[src/rtl/werewolf_pkg.sv]
package werewolf_pkg;

    // --------------------
    // Seats and roles
    // --------------------
    localparam int MAX_PLAYERS = 7;            // Largest count a seat_t can index

    typedef logic [2:0] seat_t;                // Seat index, 7 means nobody
    localparam seat_t SEAT_NONE = 3'd7;

    typedef enum logic [1:0] {
        VILLAGER,
        WOLF,
        MEDIC,
        HIDDEN                                 // Shown outside the seat's own turn
    } role_t;

    typedef logic [5:0] deal_index_t;          // Up to 7*6 = 42 deals

    typedef struct packed {
        seat_t wolf_seat;
        seat_t medic_seat;
    } deal_t;

    // --------------------
    // Game phases
    // --------------------
    typedef enum logic [3:0] {
        IDLE, CLEAR, DEAL,
        NIGHT_SEAT, NIGHT_WAIT, NIGHT_TURN, NIGHT_NEXT, NIGHT_RESOLVE,
        DAWN, DAY_TALK, DAY_VOTE, VOTE_RESOLVE, EXECUTE, CHECK,
        VILLAGE_WON, WOLF_WON
    } phase_t;

    typedef struct packed {
        phase_t      phase;
        seat_t       current_seat;
        role_t       shown_role;
        deal_index_t deal_index;
        logic        vote_taken;
    } game_status_t;

endpackage

[src/rtl/role_table.sv]
module role_table #(
    parameter int NUM_PLAYERS = 5
) (
    input  logic                      clock,
    input  logic                      reset,
    input  logic                      clear,
    input  logic                      shuffle,
    output werewolf_pkg::deal_t       deal,
    output werewolf_pkg::deal_index_t deal_index
);

    localparam int NUM_SEEDS = NUM_PLAYERS * (NUM_PLAYERS - 1);
    localparam werewolf_pkg::deal_index_t LAST_INDEX =
        werewolf_pkg::deal_index_t'(NUM_SEEDS - 1);
    localparam werewolf_pkg::deal_index_t GROUP_SIZE =
        werewolf_pkg::deal_index_t'(NUM_PLAYERS - 1);   // Deals per wolf seat

    werewolf_pkg::seat_t wolf;
    werewolf_pkg::seat_t rem;

    // --------------------
    // Deal counter
    // --------------------
    always_ff @(posedge clock or posedge reset) begin
        if (reset) begin
            deal_index <= '0;
        end else if (clear) begin
            deal_index <= '0;
        end else if (shuffle) begin
            if (deal_index == LAST_INDEX) begin
                deal_index <= '0;                    // Wrap modulo NUM_SEEDS
            end else begin
                deal_index <= deal_index + 1'b1;
            end
        end
    end

    // --------------------
    // Index decode
    // --------------------
    // Medic takes slot r among the other seats, so skip over the wolf
    always_comb begin
        wolf = werewolf_pkg::seat_t'(deal_index / GROUP_SIZE);
        rem  = werewolf_pkg::seat_t'(deal_index % GROUP_SIZE);
        deal.wolf_seat  = wolf;
        deal.medic_seat = (rem < wolf) ? rem : rem + 3'd1;
    end

    index_in_range: assert property (
        @(posedge clock) disable iff (reset) deal_index <= LAST_INDEX
    ) else $error("deal_index %0d out of range", deal_index);

endmodule

[src/rtl/player_seat.sv]
module player_seat #(
    parameter int SEAT_INDEX = 0
) (
    input  logic                  clock,
    input  logic                  reset,
    input  logic                  deal_strobe,
    input  logic                  night_kill,
    input  logic                  execute,
    input  werewolf_pkg::deal_t   deal,
    input  werewolf_pkg::seat_t   attack_seat,
    input  werewolf_pkg::seat_t   protect_seat,
    input  werewolf_pkg::seat_t   vote_seat,
    output logic                  alive,
    output werewolf_pkg::role_t   role
);

    localparam werewolf_pkg::seat_t MY_SEAT = werewolf_pkg::seat_t'(SEAT_INDEX);

    logic killed;                                       // Attacked and left unprotected

    assign killed = (attack_seat == MY_SEAT) && (protect_seat != MY_SEAT);

    always_ff @(posedge clock or posedge reset) begin
        if (reset) begin
            alive <= 1'b1;
            role  <= werewolf_pkg::VILLAGER;
        end else if (deal_strobe) begin
            alive <= 1'b1;                              // New game revives everyone
            if (deal.wolf_seat == MY_SEAT) begin
                role <= werewolf_pkg::WOLF;
            end else if (deal.medic_seat == MY_SEAT) begin
                role <= werewolf_pkg::MEDIC;
            end else begin
                role <= werewolf_pkg::VILLAGER;
            end
        end else if (night_kill && killed) begin
            alive <= 1'b0;
        end else if (execute && vote_seat == MY_SEAT) begin
            alive <= 1'b0;                              // Lynched by the village
        end
    end

    // Death is final until the next deal
    stays_dead: assert property (
        @(posedge clock) disable iff (reset) (!alive && !deal_strobe) |=> !alive
    ) else $error("seat %0d revived without a deal", SEAT_INDEX);

endmodule

[src/rtl/game_tally.sv]
module game_tally #(
    parameter int NUM_PLAYERS = 5
) (
    input  logic [NUM_PLAYERS-1:0]                    seat_alive,
    input  werewolf_pkg::role_t [NUM_PLAYERS-1:0]     seat_roles,
    output logic [NUM_PLAYERS-1:0]                    alive,
    output werewolf_pkg::seat_t                       wolf_seat,
    output logic                                      wolf_wins
);

    logic [2:0] living_villagers;                       // Living seats that are not the wolf

    assign alive = seat_alive;

    // --------------------
    // Wolf lookup
    // --------------------
    always_comb begin
        wolf_seat = werewolf_pkg::SEAT_NONE;            // No wolf before the first deal
        for (int i = 0; i < NUM_PLAYERS; i++) begin
            if (seat_roles[i] == werewolf_pkg::WOLF) begin
                wolf_seat = werewolf_pkg::seat_t'(i);
            end
        end
    end

    // --------------------
    // Head count
    // --------------------
    always_comb begin
        living_villagers = '0;
        for (int i = 0; i < NUM_PLAYERS; i++) begin
            if (seat_alive[i] && seat_roles[i] != werewolf_pkg::WOLF) begin
                living_villagers = living_villagers + 3'd1;
            end
        end
    end

    // Wolf can no longer be outvoted
    assign wolf_wins = (living_villagers <= 3'd1);

endmodule

[src/rtl/game_control.sv]
module game_control #(
    parameter int NUM_PLAYERS = 5
) (
    input  logic                                  clock,
    input  logic                                  reset,
    input  logic                                  start,
    input  logic                                  advance,
    input  logic [NUM_PLAYERS-1:0]                player_buttons,
    input  logic [NUM_PLAYERS-1:0]                alive,
    input  werewolf_pkg::role_t [NUM_PLAYERS-1:0] roles,
    input  werewolf_pkg::seat_t                   wolf_seat,
    input  logic                                  wolf_wins,
    input  werewolf_pkg::deal_index_t             deal_index,
    output logic                                  clear,
    output logic                                  shuffle,
    output logic                                  deal_strobe,
    output logic                                  night_kill,
    output logic                                  execute,
    output werewolf_pkg::seat_t                   attack_seat,
    output werewolf_pkg::seat_t                   protect_seat,
    output werewolf_pkg::seat_t                   vote_seat,
    output werewolf_pkg::game_status_t            status
);

    localparam werewolf_pkg::seat_t LAST_SEAT = werewolf_pkg::seat_t'(NUM_PLAYERS - 1);

    werewolf_pkg::phase_t phase;
    werewolf_pkg::phase_t next_phase;
    werewolf_pkg::seat_t  turn;                         // Seat visited at night
    werewolf_pkg::seat_t  choice;                       // Button latched during a turn
    werewolf_pkg::seat_t  pressed;
    werewolf_pkg::role_t  turn_role;
    logic                 any_press;
    logic                 night_last;                   // CHECK follows a night
    logic                 night_begin;
    logic                 vote_taken;

    // --------------------
    // Button decode
    // --------------------
    always_comb begin
        pressed = werewolf_pkg::SEAT_NONE;
        for (int i = 0; i < NUM_PLAYERS; i++) begin
            if (player_buttons[i]) begin
                pressed = werewolf_pkg::seat_t'(i);
            end
        end
    end

    assign any_press   = |player_buttons;
    assign turn_role   = roles[turn];
    assign night_begin = (next_phase == werewolf_pkg::NIGHT_SEAT)
                      && (phase != werewolf_pkg::NIGHT_NEXT);   // Fresh night, not next seat

    // --------------------
    // Phase FSM
    // --------------------
    always_ff @(posedge clock or posedge reset) begin
        if (reset) begin
            phase <= werewolf_pkg::IDLE;
        end else begin
            phase <= next_phase;
        end
    end

    always_comb begin
        next_phase = phase;                             // Hold by default
        case (phase)
            werewolf_pkg::IDLE,
            werewolf_pkg::VILLAGE_WON,
            werewolf_pkg::WOLF_WON:
                if (start) next_phase = werewolf_pkg::CLEAR;
            werewolf_pkg::CLEAR:
                next_phase = werewolf_pkg::DEAL;
            werewolf_pkg::DEAL:
                if (advance) next_phase = werewolf_pkg::NIGHT_SEAT;
            werewolf_pkg::NIGHT_SEAT:
                next_phase = alive[turn] ? werewolf_pkg::NIGHT_WAIT : werewolf_pkg::NIGHT_NEXT;
            werewolf_pkg::NIGHT_WAIT:
                if (advance) next_phase = werewolf_pkg::NIGHT_TURN;
            werewolf_pkg::NIGHT_TURN:
                if (advance) next_phase = werewolf_pkg::NIGHT_NEXT;
            werewolf_pkg::NIGHT_NEXT:
                next_phase = (turn == LAST_SEAT) ? werewolf_pkg::NIGHT_RESOLVE
                                                 : werewolf_pkg::NIGHT_SEAT;
            werewolf_pkg::NIGHT_RESOLVE:
                next_phase = werewolf_pkg::DAWN;
            werewolf_pkg::DAWN:
                if (advance) next_phase = werewolf_pkg::CHECK;
            werewolf_pkg::DAY_TALK:
                if (advance) next_phase = werewolf_pkg::DAY_VOTE;
            werewolf_pkg::DAY_VOTE:
                if (advance && vote_taken) next_phase = werewolf_pkg::VOTE_RESOLVE;
            werewolf_pkg::VOTE_RESOLVE:
                next_phase = (vote_seat == wolf_seat) ? werewolf_pkg::VILLAGE_WON
                                                      : werewolf_pkg::EXECUTE;
            werewolf_pkg::EXECUTE:
                next_phase = werewolf_pkg::CHECK;
            werewolf_pkg::CHECK:
                if (wolf_wins) begin
                    next_phase = werewolf_pkg::WOLF_WON;
                end else begin
                    next_phase = night_last ? werewolf_pkg::DAY_TALK
                                            : werewolf_pkg::NIGHT_SEAT;
                end
            default:
                next_phase = werewolf_pkg::IDLE;
        endcase
    end

    // --------------------
    // Turn counter and day/night flag
    // --------------------
    always_ff @(posedge clock or posedge reset) begin
        if (reset) begin
            turn       <= '0;
            night_last <= 1'b0;
        end else begin
            if (night_begin) begin
                turn <= '0;
            end else if (phase == werewolf_pkg::NIGHT_NEXT && turn != LAST_SEAT) begin
                turn <= turn + 3'd1;
            end
            if (phase == werewolf_pkg::NIGHT_RESOLVE) begin
                night_last <= 1'b1;
            end else if (phase == werewolf_pkg::EXECUTE) begin
                night_last <= 1'b0;
            end
        end
    end

    // Choice is empty at the start of each turn
    always_ff @(posedge clock or posedge reset) begin
        if (reset) begin
            choice <= werewolf_pkg::SEAT_NONE;
        end else if (phase == werewolf_pkg::NIGHT_WAIT && advance) begin
            choice <= werewolf_pkg::SEAT_NONE;
        end else if (phase == werewolf_pkg::NIGHT_TURN && any_press) begin
            choice <= pressed;
        end
    end

    // --------------------
    // Night actions
    // --------------------
    always_ff @(posedge clock or posedge reset) begin
        if (reset) begin
            attack_seat  <= werewolf_pkg::SEAT_NONE;
            protect_seat <= werewolf_pkg::SEAT_NONE;
        end else if (phase == werewolf_pkg::CLEAR) begin
            attack_seat  <= werewolf_pkg::SEAT_NONE;
            protect_seat <= werewolf_pkg::SEAT_NONE;
        end else if (night_begin) begin
            protect_seat <= werewolf_pkg::SEAT_NONE;    // Protection lasts one night
        end else if (phase == werewolf_pkg::NIGHT_TURN && advance
                     && choice != werewolf_pkg::SEAT_NONE) begin
            if (turn_role == werewolf_pkg::WOLF) begin
                attack_seat <= choice;
            end else if (turn_role == werewolf_pkg::MEDIC) begin
                protect_seat <= choice;
            end
        end
    end

    // --------------------
    // Day vote
    // --------------------
    always_ff @(posedge clock or posedge reset) begin
        if (reset) begin
            vote_seat  <= werewolf_pkg::SEAT_NONE;
            vote_taken <= 1'b0;
        end else if (phase == werewolf_pkg::CLEAR || phase == werewolf_pkg::DAY_TALK) begin
            vote_seat  <= werewolf_pkg::SEAT_NONE;
            vote_taken <= 1'b0;
        end else if (phase == werewolf_pkg::DAY_VOTE && any_press) begin
            vote_taken <= alive[pressed];               // Dead seats can't be voted
            if (alive[pressed]) begin
                vote_seat <= pressed;
            end
        end
    end

    // --------------------
    // Strobes and status
    // --------------------
    assign clear       = (phase == werewolf_pkg::CLEAR);
    assign shuffle     = (phase == werewolf_pkg::DEAL) && !advance;  // Freeze on the pick
    assign deal_strobe = (phase == werewolf_pkg::CLEAR)
                      || (phase == werewolf_pkg::DEAL && advance);
    assign night_kill  = (phase == werewolf_pkg::NIGHT_RESOLVE);
    assign execute     = (phase == werewolf_pkg::EXECUTE);

    assign status = '{
        phase:        phase,
        current_seat: turn,
        shown_role:   (phase == werewolf_pkg::NIGHT_TURN) ? turn_role : werewolf_pkg::HIDDEN,
        deal_index:   deal_index,
        vote_taken:   vote_taken
    };

    turn_seat_alive: assert property (
        @(posedge clock) disable iff (reset)
        (phase == werewolf_pkg::NIGHT_TURN) |-> alive[turn]
    ) else $error("night turn given to dead seat %0d", turn);

    strobes_onehot: assert property (
        @(posedge clock) disable iff (reset)
        $onehot0({shuffle, deal_strobe, night_kill, execute})
    ) else $error("overlapping game strobes");

endmodule

[src/rtl/werewolf_top.sv]
module werewolf_top #(
    parameter int NUM_PLAYERS = 5
) (
    input  logic                       clock,
    input  logic                       reset,
    input  logic                       start,
    input  logic                       advance,
    input  logic [NUM_PLAYERS-1:0]     player_buttons,
    output werewolf_pkg::game_status_t status,
    output logic [NUM_PLAYERS-1:0]     alive
);

    logic                                  clear;
    logic                                  shuffle;
    logic                                  deal_strobe;
    logic                                  night_kill;
    logic                                  execute;
    werewolf_pkg::deal_t                   deal;
    werewolf_pkg::deal_index_t             deal_index;
    werewolf_pkg::seat_t                   attack_seat;
    werewolf_pkg::seat_t                   protect_seat;
    werewolf_pkg::seat_t                   vote_seat;
    werewolf_pkg::seat_t                   wolf_seat;
    logic                                  wolf_wins;
    logic [NUM_PLAYERS-1:0]                seat_alive;
    werewolf_pkg::role_t [NUM_PLAYERS-1:0] seat_roles;

    // seat_t only reaches seat 6
    if (NUM_PLAYERS < 3 || NUM_PLAYERS > werewolf_pkg::MAX_PLAYERS) begin : g_bad_count
        $error("NUM_PLAYERS must be 3 to %0d", werewolf_pkg::MAX_PLAYERS);
    end

    role_table #(.NUM_PLAYERS(NUM_PLAYERS)) role_table_i (
        .clock      (clock),
        .reset      (reset),
        .clear      (clear),
        .shuffle    (shuffle),
        .deal       (deal),
        .deal_index (deal_index)
    );

    // --------------------
    // Seats
    // --------------------
    for (genvar i = 0; i < NUM_PLAYERS; i++) begin : g_seat
        player_seat #(.SEAT_INDEX(i)) seat_i (
            .clock        (clock),
            .reset        (reset),
            .deal_strobe  (deal_strobe),
            .night_kill   (night_kill),
            .execute      (execute),
            .deal         (deal),
            .attack_seat  (attack_seat),
            .protect_seat (protect_seat),
            .vote_seat    (vote_seat),
            .alive        (seat_alive[i]),
            .role         (seat_roles[i])
        );
    end

    game_tally #(.NUM_PLAYERS(NUM_PLAYERS)) tally_i (
        .seat_alive (seat_alive),
        .seat_roles (seat_roles),
        .alive      (alive),
        .wolf_seat  (wolf_seat),
        .wolf_wins  (wolf_wins)
    );

    game_control #(.NUM_PLAYERS(NUM_PLAYERS)) control_i (
        .clock          (clock),
        .reset          (reset),
        .start          (start),
        .advance        (advance),
        .player_buttons (player_buttons),
        .alive          (alive),            // Same mask the outputs show
        .roles          (seat_roles),
        .wolf_seat      (wolf_seat),
        .wolf_wins      (wolf_wins),
        .deal_index     (deal_index),
        .clear          (clear),
        .shuffle        (shuffle),
        .deal_strobe    (deal_strobe),
        .night_kill     (night_kill),
        .execute        (execute),
        .attack_seat    (attack_seat),
        .protect_seat   (protect_seat),
        .vote_seat      (vote_seat),
        .status         (status)
    );

endmodule

[config.mk]
export PLATFORM = sky130hd
export DESIGN_NAME = werewolf_top
export DESIGN_NICKNAME = d
export VERILOG_FILES = /design/src/rtl/werewolf_pkg.sv /design/src/rtl/role_table.sv /design/src/rtl/player_seat.sv /design/src/rtl/game_tally.sv /design/src/rtl/game_control.sv /design/src/rtl/werewolf_top.sv
export SDC_FILE = /design/constraint.sdc
export NUM_CORES = 1
export LEC_CHECK = 0
export ABC_CLOCK_PERIOD_IN_PS = 4100
export BUFFER_PORTS_ARGS = -buffer_cell sky130_fd_sc_hd__buf_2
export CORE_MARGIN = 2
export CORE_UTILIZATION = 45
export DETAILED_ROUTE_END_ITERATION = 6
export GPL_TIMING_DRIVEN = 1
export SYNTH_ARGS = -nofsm -noshare
export SYNTH_HDL_FRONTEND = slang
export SYNTH_SLANG_ARGS = --single-unit
[constraint.sdc]
create_clock -name clock -period 4.1 [get_ports clock]
set_input_delay 0.205 -clock clock [delete_from_list [all_inputs] [get_ports clock]]
set_output_delay 0.205 -clock clock [all_outputs]
set_load 0.02 [all_outputs]
# ---- Word-level counts from Yosys, hierarchy flattened
# Index checks and enable logic that the tools add are counted.
dict set report word_totals {
  inputBits 9
  romBits 0
  latchBits 0
  elab_cells 229
  mem_count 0
  output_inout_bits 21
  ramBits 0
  reg_bits 42
}
dict set report op_classes {
  div_mod_pow 0
  magnitude_cmp 4
  shifts 0
  n_mux 84
  n_bitwise 0
  reduce_logical 59
  n_mul 0
  addsub 7
  n_eq_ne 56
}
# operator n
set ops {}
lappend ops {{3-bit two-way mux} 32}
lappend ops {{4-bit case mux with 14 select lines} 1}
lappend ops {{4-bit two-way mux} 9}
lappend ops {{4-bit == test, second input constant} 8}
lappend ops {{1-bit logical AND} 30}
lappend ops {{2-bit two-way mux} 14}
lappend ops {{3-bit by 2-bit == test with 1-bit output, second input constant} 8}
lappend ops {{3-bit nonzero test} 8}
lappend ops {{1-bit two-way mux} 22}
lappend ops {{6-bit two-way mux} 3}
lappend ops {{4-bit by 3-bit == test with 1-bit output, second input constant} 4}
lappend ops {{2-bit nonzero test} 8}
lappend ops {{3-bit == test, second input constant} 5}
lappend ops {{3-bit by 1-bit adder with 3-bit output, second input constant} 4}
lappend ops {{2-bit by 1-bit == test with 1-bit output, second input constant} 6}
lappend ops {{3-bit by 1-bit == test with 1-bit output, second input constant} 4}
lappend ops {{4-bit by 2-bit == test with 1-bit output, second input constant} 3}
lappend ops {{3-bit zero test} 4}
lappend ops {{2-bit by 1-bit inequality test with 1-bit output, second input constant} 5}
lappend ops {{3-bit by 2-bit inequality test with 1-bit output, second input constant} 3}
lappend ops {{3-bit inequality test, second input constant} 3}
lappend ops {{3-bit by 4-bit < comparator with 1-bit output, second input constant} 2}
lappend ops {{6-bit by 1-bit adder with 6-bit output, second input constant} 1}
lappend ops {{1-bit binary-select mux with 3-bit select} 2}
lappend ops {{other kinds (19)} 21}

# ---- Depth between registers and ports, before layout
dict set report logic_depth {
  depth_word 18
  mapped_depth 16
  depth_no_buf 16
}

# ---- Hierarchy
# A second synthesis with hierarchy kept.
dict set report hier_totals {
  hier_cells 342
  hier_area_um2 3206.8
}
# mod n_inst seq_area_each_um2 cells_each area_each_um2
set modules_own_cells {}
lappend modules_own_cells {game_control 1 540.5 191 1651.6}
lappend modules_own_cells {role_table 1 150.1 41 391.6}
lappend modules_own_cells {{player_seat (g_seat[1].seat_i ...)} 2 76.3 13 177.7}
lappend modules_own_cells {game_tally 1 0.0 43 350.3}
lappend modules_own_cells {{player_seat (g_seat[4].seat_i)} 1 76.3 14 155.1}
lappend modules_own_cells {{player_seat (g_seat[3].seat_i)} 1 76.3 15 153.9}
lappend modules_own_cells {{player_seat (g_seat[0].seat_i)} 1 76.3 12 148.9}

# ---- Least setup slack after synthesis
# No wires, ideal clock.
dict set report synth_timing {
  kind {reg2reg}
  start {register g_seat[0].seat_i.role[1]}
  end {register control_i.protect_seat[0]}
  arrival_ns 2.968
  n_path_buf 0
  slack_ns 1.072
  stages_incl_launch_ff 15
  setup_time_ns 0.060
  required_time_ns 4.040
  synth_period_minus_slack_ns 3.028
  cell_sequence {dfrtp_1 -> nand2b_1 -> and2_1 -> ha_1 -> xnor2_1 -> ha_1 -> nand3_1 -> o21ai_0 -> ha_1 -> nand3_1 -> xor3_1 -> o211ai_2 -> o211ai_4 -> nor4b_4 -> or3_1}
}
dict set report synth_between {
  elab_chain_cells 18
  elab_cells_between_ends 34
  classes_between {4 x add/sub; 1 x order compare; 7 x eq/ne; 17 x mux; 5 x reduce/logical}
}
# element line_no
set synth_rtl {}
lappend synth_rtl {{start, declared} player_seat.sv:14} ;# output werewolf_pkg::role_t role
lappend synth_rtl {{start signal, assigned} player_seat.sv:26} ;# role <= werewolf_pkg::VILLAGER;
lappend synth_rtl {{start signal, assigned} player_seat.sv:30} ;# role <= werewolf_pkg::WOLF;
lappend synth_rtl {{start signal, assigned} player_seat.sv:32} ;# role <= werewolf_pkg::MEDIC;
lappend synth_rtl {{2-bit by 1-bit inequality test with 1-bit output (*)} game_tally.sv:33} ;# if (seat_alive[i] && seat_roles[i] != werewolf_pkg::WOLF) begin
lappend synth_rtl {{1-bit logical AND (*)} game_tally.sv:33}
lappend synth_rtl {{1-bit two-way mux (*)} game_tally.sv:33}
lappend synth_rtl {{1-bit by 1-bit adder with 2-bit output} game_tally.sv:34} ;# living_villagers = living_villagers + 3'd1;
lappend synth_rtl {{3-bit two-way mux (*)} game_tally.sv:33}
lappend synth_rtl {{3-bit by 1-bit adder with 3-bit output} game_tally.sv:34}
lappend synth_rtl {{3-bit two-way mux (*)} game_tally.sv:33}
lappend synth_rtl {{3-bit by 1-bit adder with 3-bit output} game_tally.sv:34}
lappend synth_rtl {{(+3 left out)} n/a}
lappend synth_rtl {{3-bit by 1-bit less-or-equal comparator with 1-bit output (*)} game_tally.sv:40} ;# assign wolf_wins = (living_villagers <= 3'd1);
lappend synth_rtl {{4-bit two-way mux (*)} game_control.sv:100} ;# if (wolf_wins) begin
lappend synth_rtl {{4-bit case mux with 14 select lines (*)} game_control.sv:68} ;# case (phase)
lappend synth_rtl {{via control_i.next_phase[2]} game_control.sv:28} ;# werewolf_pkg::phase_t next_phase;
lappend synth_rtl {{4-bit by 2-bit == test with 1-bit output (*)} game_control.sv:52} ;# assign night_begin = (next_phase == werewolf_pkg::NIGHT_SEAT)
lappend synth_rtl {{1-bit logical AND (*)} game_control.sv:53} ;# && (phase != werewolf_pkg::NIGHT_NEXT);
lappend synth_rtl {{3-bit by 2-bit inequality test with 1-bit output (no source line), or another cell as far along} n/a}
lappend synth_rtl {{3-bit AND reduction (no source line) or 3-bit two-way mux (tied branches)} n/a}
lappend synth_rtl {{end signal, assigned} game_control.sv:149} ;# protect_seat <= werewolf_pkg::SEAT_NONE;
lappend synth_rtl {{end signal, assigned} game_control.sv:152} ;# protect_seat <= werewolf_pkg::SEAT_NONE;
lappend synth_rtl {{end signal, assigned} game_control.sv:154} ;# protect_seat <= werewolf_pkg::SEAT_NONE;
lappend synth_rtl {{end, declared} game_control.sv:20} ;# output werewolf_pkg::seat_t protect_seat,
# Mark *: on every way through the listed nets, which the timed path passes. The rest lies on a longest branch. The select of a mux whose other input is x is not followed.
# A chain may end at the register's enable or synchronous reset.

# ---- Final worst setup path
dict set report layout_timing {
  start {register g_seat[0].seat_i.role[1]}
  end {register control_i.protect_seat[2]}
}
# Same word-level chain as after synthesis.

==> impl_metrics.json <==
{
  "status": "finished clean",
  "crit_required_ns": 4.35,
  "via_per_inst": 5.91,
  "crit_arrival_ns": 3.61,
  "drtIter0Drc": 166,
  "rows": 29,
  "critPathKind": "flop to flop",
  "fin_worst_skew_ns": 0.0151,
  "cts-resized-gates": 0,
  "drc": 0,
  "core-area_sq_mm": 0.00639,
  "syn_to_final_growth_pct": 7.50,
  "fin_crit_ns": 3.36,
  "power_leakage_uw": 0.00136,
  "synthFlopType": "dfrtp_1",
  "crit_family": "simple AND/OR/NAND/NOR gates",
  "cts_tree": "yes",
  "antenna_found_initial": 0,
  "crit_chain": "nand2b_1 -> and2_1 -> ha_1 -> xnor2_1 -> ha_1 -> nand3_1 -> o21ai_0 -> ha_1 -> nand3_1 -> xor3_1 -> o211ai_2 -> o211ai_4 -> nor4b_4 -> or3_1",
  "io_pins": 30,
  "syn-mean-instance-area_sq_um": 8.51,
  "crit_buf_inv": 0,
  "synth_cell_type_count": 63,
  "yosysWarnings": 0,
  "place_congestion": 0.852,
  "h-tree-depth": 2,
  "die_h_um": 85.7,
  "ys_ff_latch": 42,
  "worst-path-max-fanout": 6,
  "cpMostUsedCell": "ha_1",
  "cts_buffer_depth": 2,
  "overflow": 0,
  "worst_setup_path_end_kind": "flop",
  "clock_sinks": 42,
  "utilization_pct": 50.6,
  "grt_max_degree": 43,
  "syn_inst": 353,
  "rsz0062_at_grt": "false",
  "clockRootBuffer": "clkbuf_8",
  "ir_drop_v": 0.000360,
  "holdWs_ns": 0.0172,
  "slew_headroom_pct": 36.7,
  "io_buffer_count": 29,
  "cpMaxStageDelayCell": "dfrtp_1",
  "grtUsageTotal_pct": 22.2,
  "diodes": 0,
  "period_share_pct": 81.9,
  "final_area_sq_mm": 0.00323,
  "start_kind": "flop",
  "setup-violations-final": 0,
  "powerDensity_mw_per_mm2": 701,
  "cap_violations": 0,
  "finalSetupTns_ns": 0,
  "pre_cts_ws_ns": 0.780,
  "ys_seq_area_share_pct": 35.7,
  "wl_per_cell_um": 16.9,
  "die_w_um": 85.7,
  "dpl_cell_area_sq_mm": 0.00314,
  "finalMaxSlewViolations": 0,
  "fmax_mhz": 298,
  "num_vias": 2641,
  "detail-route-antenna-nets": 0,
  "clk_latency_ns": 0.31,
  "finalHoldViolations": 0,
  "start_util_pct": 47.0,
  "postCtsSetupBuffers": 0,
  "synth_edf_count": 0,
  "wirelength_um": 7570,
  "drive_gt1_share_pct": 19.5,
  "cpPeakStageDelay_ns": 0.40,
  "syn_area_sq_mm": 0.00300,
  "grt_pass1_vias": 2464,
  "worst_slack_ns": 0.740,
  "fin_nets": 386,
  "hp-class": "input port to async pin",
  "die_area_sq_mm": 0.00735,
  "synth_nets": 370,
  "dp_hpwl_um": 5590,
  "cts.clk_slew.worst_paths_ns": 0.10,
  "numCtsBuffers": 5,
  "async_flop_share_pct": 100,
  "worstMarginPinSlew_ns": 0.941,
  "dr.pass1.iters": 4,
  "grt_pass1_wl_um": 12900,
  "postCtsHoldBufs": 0
}
[flip-flops by register name, summed over array words and instances, names as in the netlist]
signal / cells
control_i.protect_seat: 3
role_table_i.deal_index: 6
g_seat.seat_i.role: 10
control_i.vote_seat: 3
control_i.attack_seat: 3
control_i.phase: 4
control_i.night_last: 1
control_i.turn: 3
control_i.choice: 3
control_i.vote_taken: 1
g_seat.seat_i.alive: 5
[cell usage after synthesis, types with 4 or more instances]
| cell type | instances | share of area (%) |
|---|---|---|
| nor2b_1 | 5 | 1.0 |
| and3_1 | 4 | 0.83 |
| clkbuf_1 | 8 | 1.0 |
| mux2_2 | 4 | 1.5 |
| xnor2_1 | 4 | 1.2 |
| o21ai_0 | 27 | 4.5 |
| ha_1 | 8 | 3.3 |
| buf_4 | 6 | 1.5 |
| nor2_1 | 35 | 4.4 |
| nand2_1 | 56 | 7.0 |
| a21oi_1 | 14 | 2.3 |
| nand2b_1 | 9 | 1.9 |
| dfrtp_1 | 25 | 21 |
| or3_1 | 7 | 1.5 |
| nor3_1 | 5 | 0.83 |
| nand3b_1 | 7 | 1.7 |
| nand4_1 | 5 | 1.0 |
| dfstp_2 | 17 | 15 |
| buf_2 | 6 | 1.0 |
| a32o_1 | 5 | 1.7 |
| mux2i_1 | 8 | 2.7 |
| o211ai_1 | 4 | 1.0 |
| nand3_1 | 17 | 2.8 |
| inv_1 | 10 | 1.2 |
| a31oi_1 | 6 | 1.2 |
[placed cells by master, fill, tap and decap left out, types with 2 or more instances in the layout]
cell,count
o221ai_1,3
and2_1,2
nor3_1,5
ha_1,8
dfstp_2,17
nor2_1,35
or2_2,2
nor4_1,2
maj3_1,2
nand3b_1,7
o21bai_1,2
xnor2_1,4
nand3_1,17
mux2_2,4
nand4_1,5
nand2b_1,9
o21ai_0,27
o21ai_1,3
mux2i_1,8
or3_1,7
xor2_1,3
clkinvlp_4,2
a32o_1,5
o22ai_1,3
a21oi_1,14
dfrtp_1,25
nor2b_1,5
inv_1,10
and3_1,4
a31oi_1,6
clkbuf_8,5
nand2_1,56
o211ai_1,4
buf_2,29
[cells by family after synthesis]
group                      after synthesis  share of synthesized area [%]
AOI/OAI and AO/OA                       83                           19.4
xor gates and xnor gates                 8                           2.83
adders and majority gates               10                           4.00
buffers and inverters                   31                           5.12
DFF                                     42                           35.7
muxes                                   13                           4.91
and+or+nand+nor                        166                           28.1
[routing by layer]
metal	vias up	wire (um)	global-route usage, %
li1	1305	-	-
met1	1282	3740	33.7
met2	49	3450	33.5
met3	5	306	3.27
met4	0	72	5.19
met5	-	0	0
[cell type report]
cell class | instances | area, sq um
tap | 77 | 96.3
multi-input combinational | 280 | 1780
timing repair buffer | 30 | 153
inverter | 10 | 37.5
clock buffer | 5 | 68.8
clock inverter | 3 | 23.8
fill | 635 | 3160
sequential | 42 | 1070
[worst reg2reg max path, stage by stage, from the launching register on]
cell and delay, ns:
dfrtp_1 0.40, nand2b_1 0.19, and2_1 0.19, ha_1 0.33, xnor2_1 0.27, ha_1 0.28
nand3_1 0.10, o21ai_0 0.10, ha_1 0.19, nand3_1 0.10, xor3_1 0.32, o211ai_2 0.15
o211ai_4 0.13, nor4b_4 0.40, or3_1 0.17
[path summary, 6_finish.rpt]
path / start / endpoint / slack (ns) / cells past startpoint
max: g_seat[0].seat_i.role[1]$_DFFE_PP0P_ / control_i.protect_seat[2]$_DFFE_PP1P_ / 0.74 / 14
min: reset / control_i.phase[1]$_DFF_PP0_ / 0.02 / 3
max reg2reg: g_seat[0].seat_i.role[1]$_DFFE_PP0P_ / control_i.protect_seat[2]$_DFFE_PP1P_ / 0.74 / 14
min reg2reg: g_seat[1].seat_i.alive$_DFFE_PP1P_ / g_seat[1].seat_i.alive$_DFFE_PP1P_ / 0.52 / 2
max in group asynchronous: reset / g_seat[4].seat_i.alive$_DFFE_PP1P_ / 3.68 / 3
min in group clock: player_buttons[4] / control_i.choice[1]$_DFFE_PP1P_ / 0.16 / 2
[per-stage QoR]
| stage | std cells | power [uW] |
|---|---|---|
| final | 447 | 2260 |
| after global routing | 447 | 2470 |
| after CTS | 447 | 2270 |
| after detailed placement | 439 | 1980 |
| after global placement | 439 | 1970 |
| after floorplan | 353 | 1690 |
[where the power goes]
part           switching (uW)  leakage [uW]  internal (uW)
Combinational             678      0.000809            489
Clock                     161     0.0000408            122
Sequential                252      0.000507            561
Total                    1090       0.00136           1170
No activity file was read; power rests on OpenSTA's default activity.
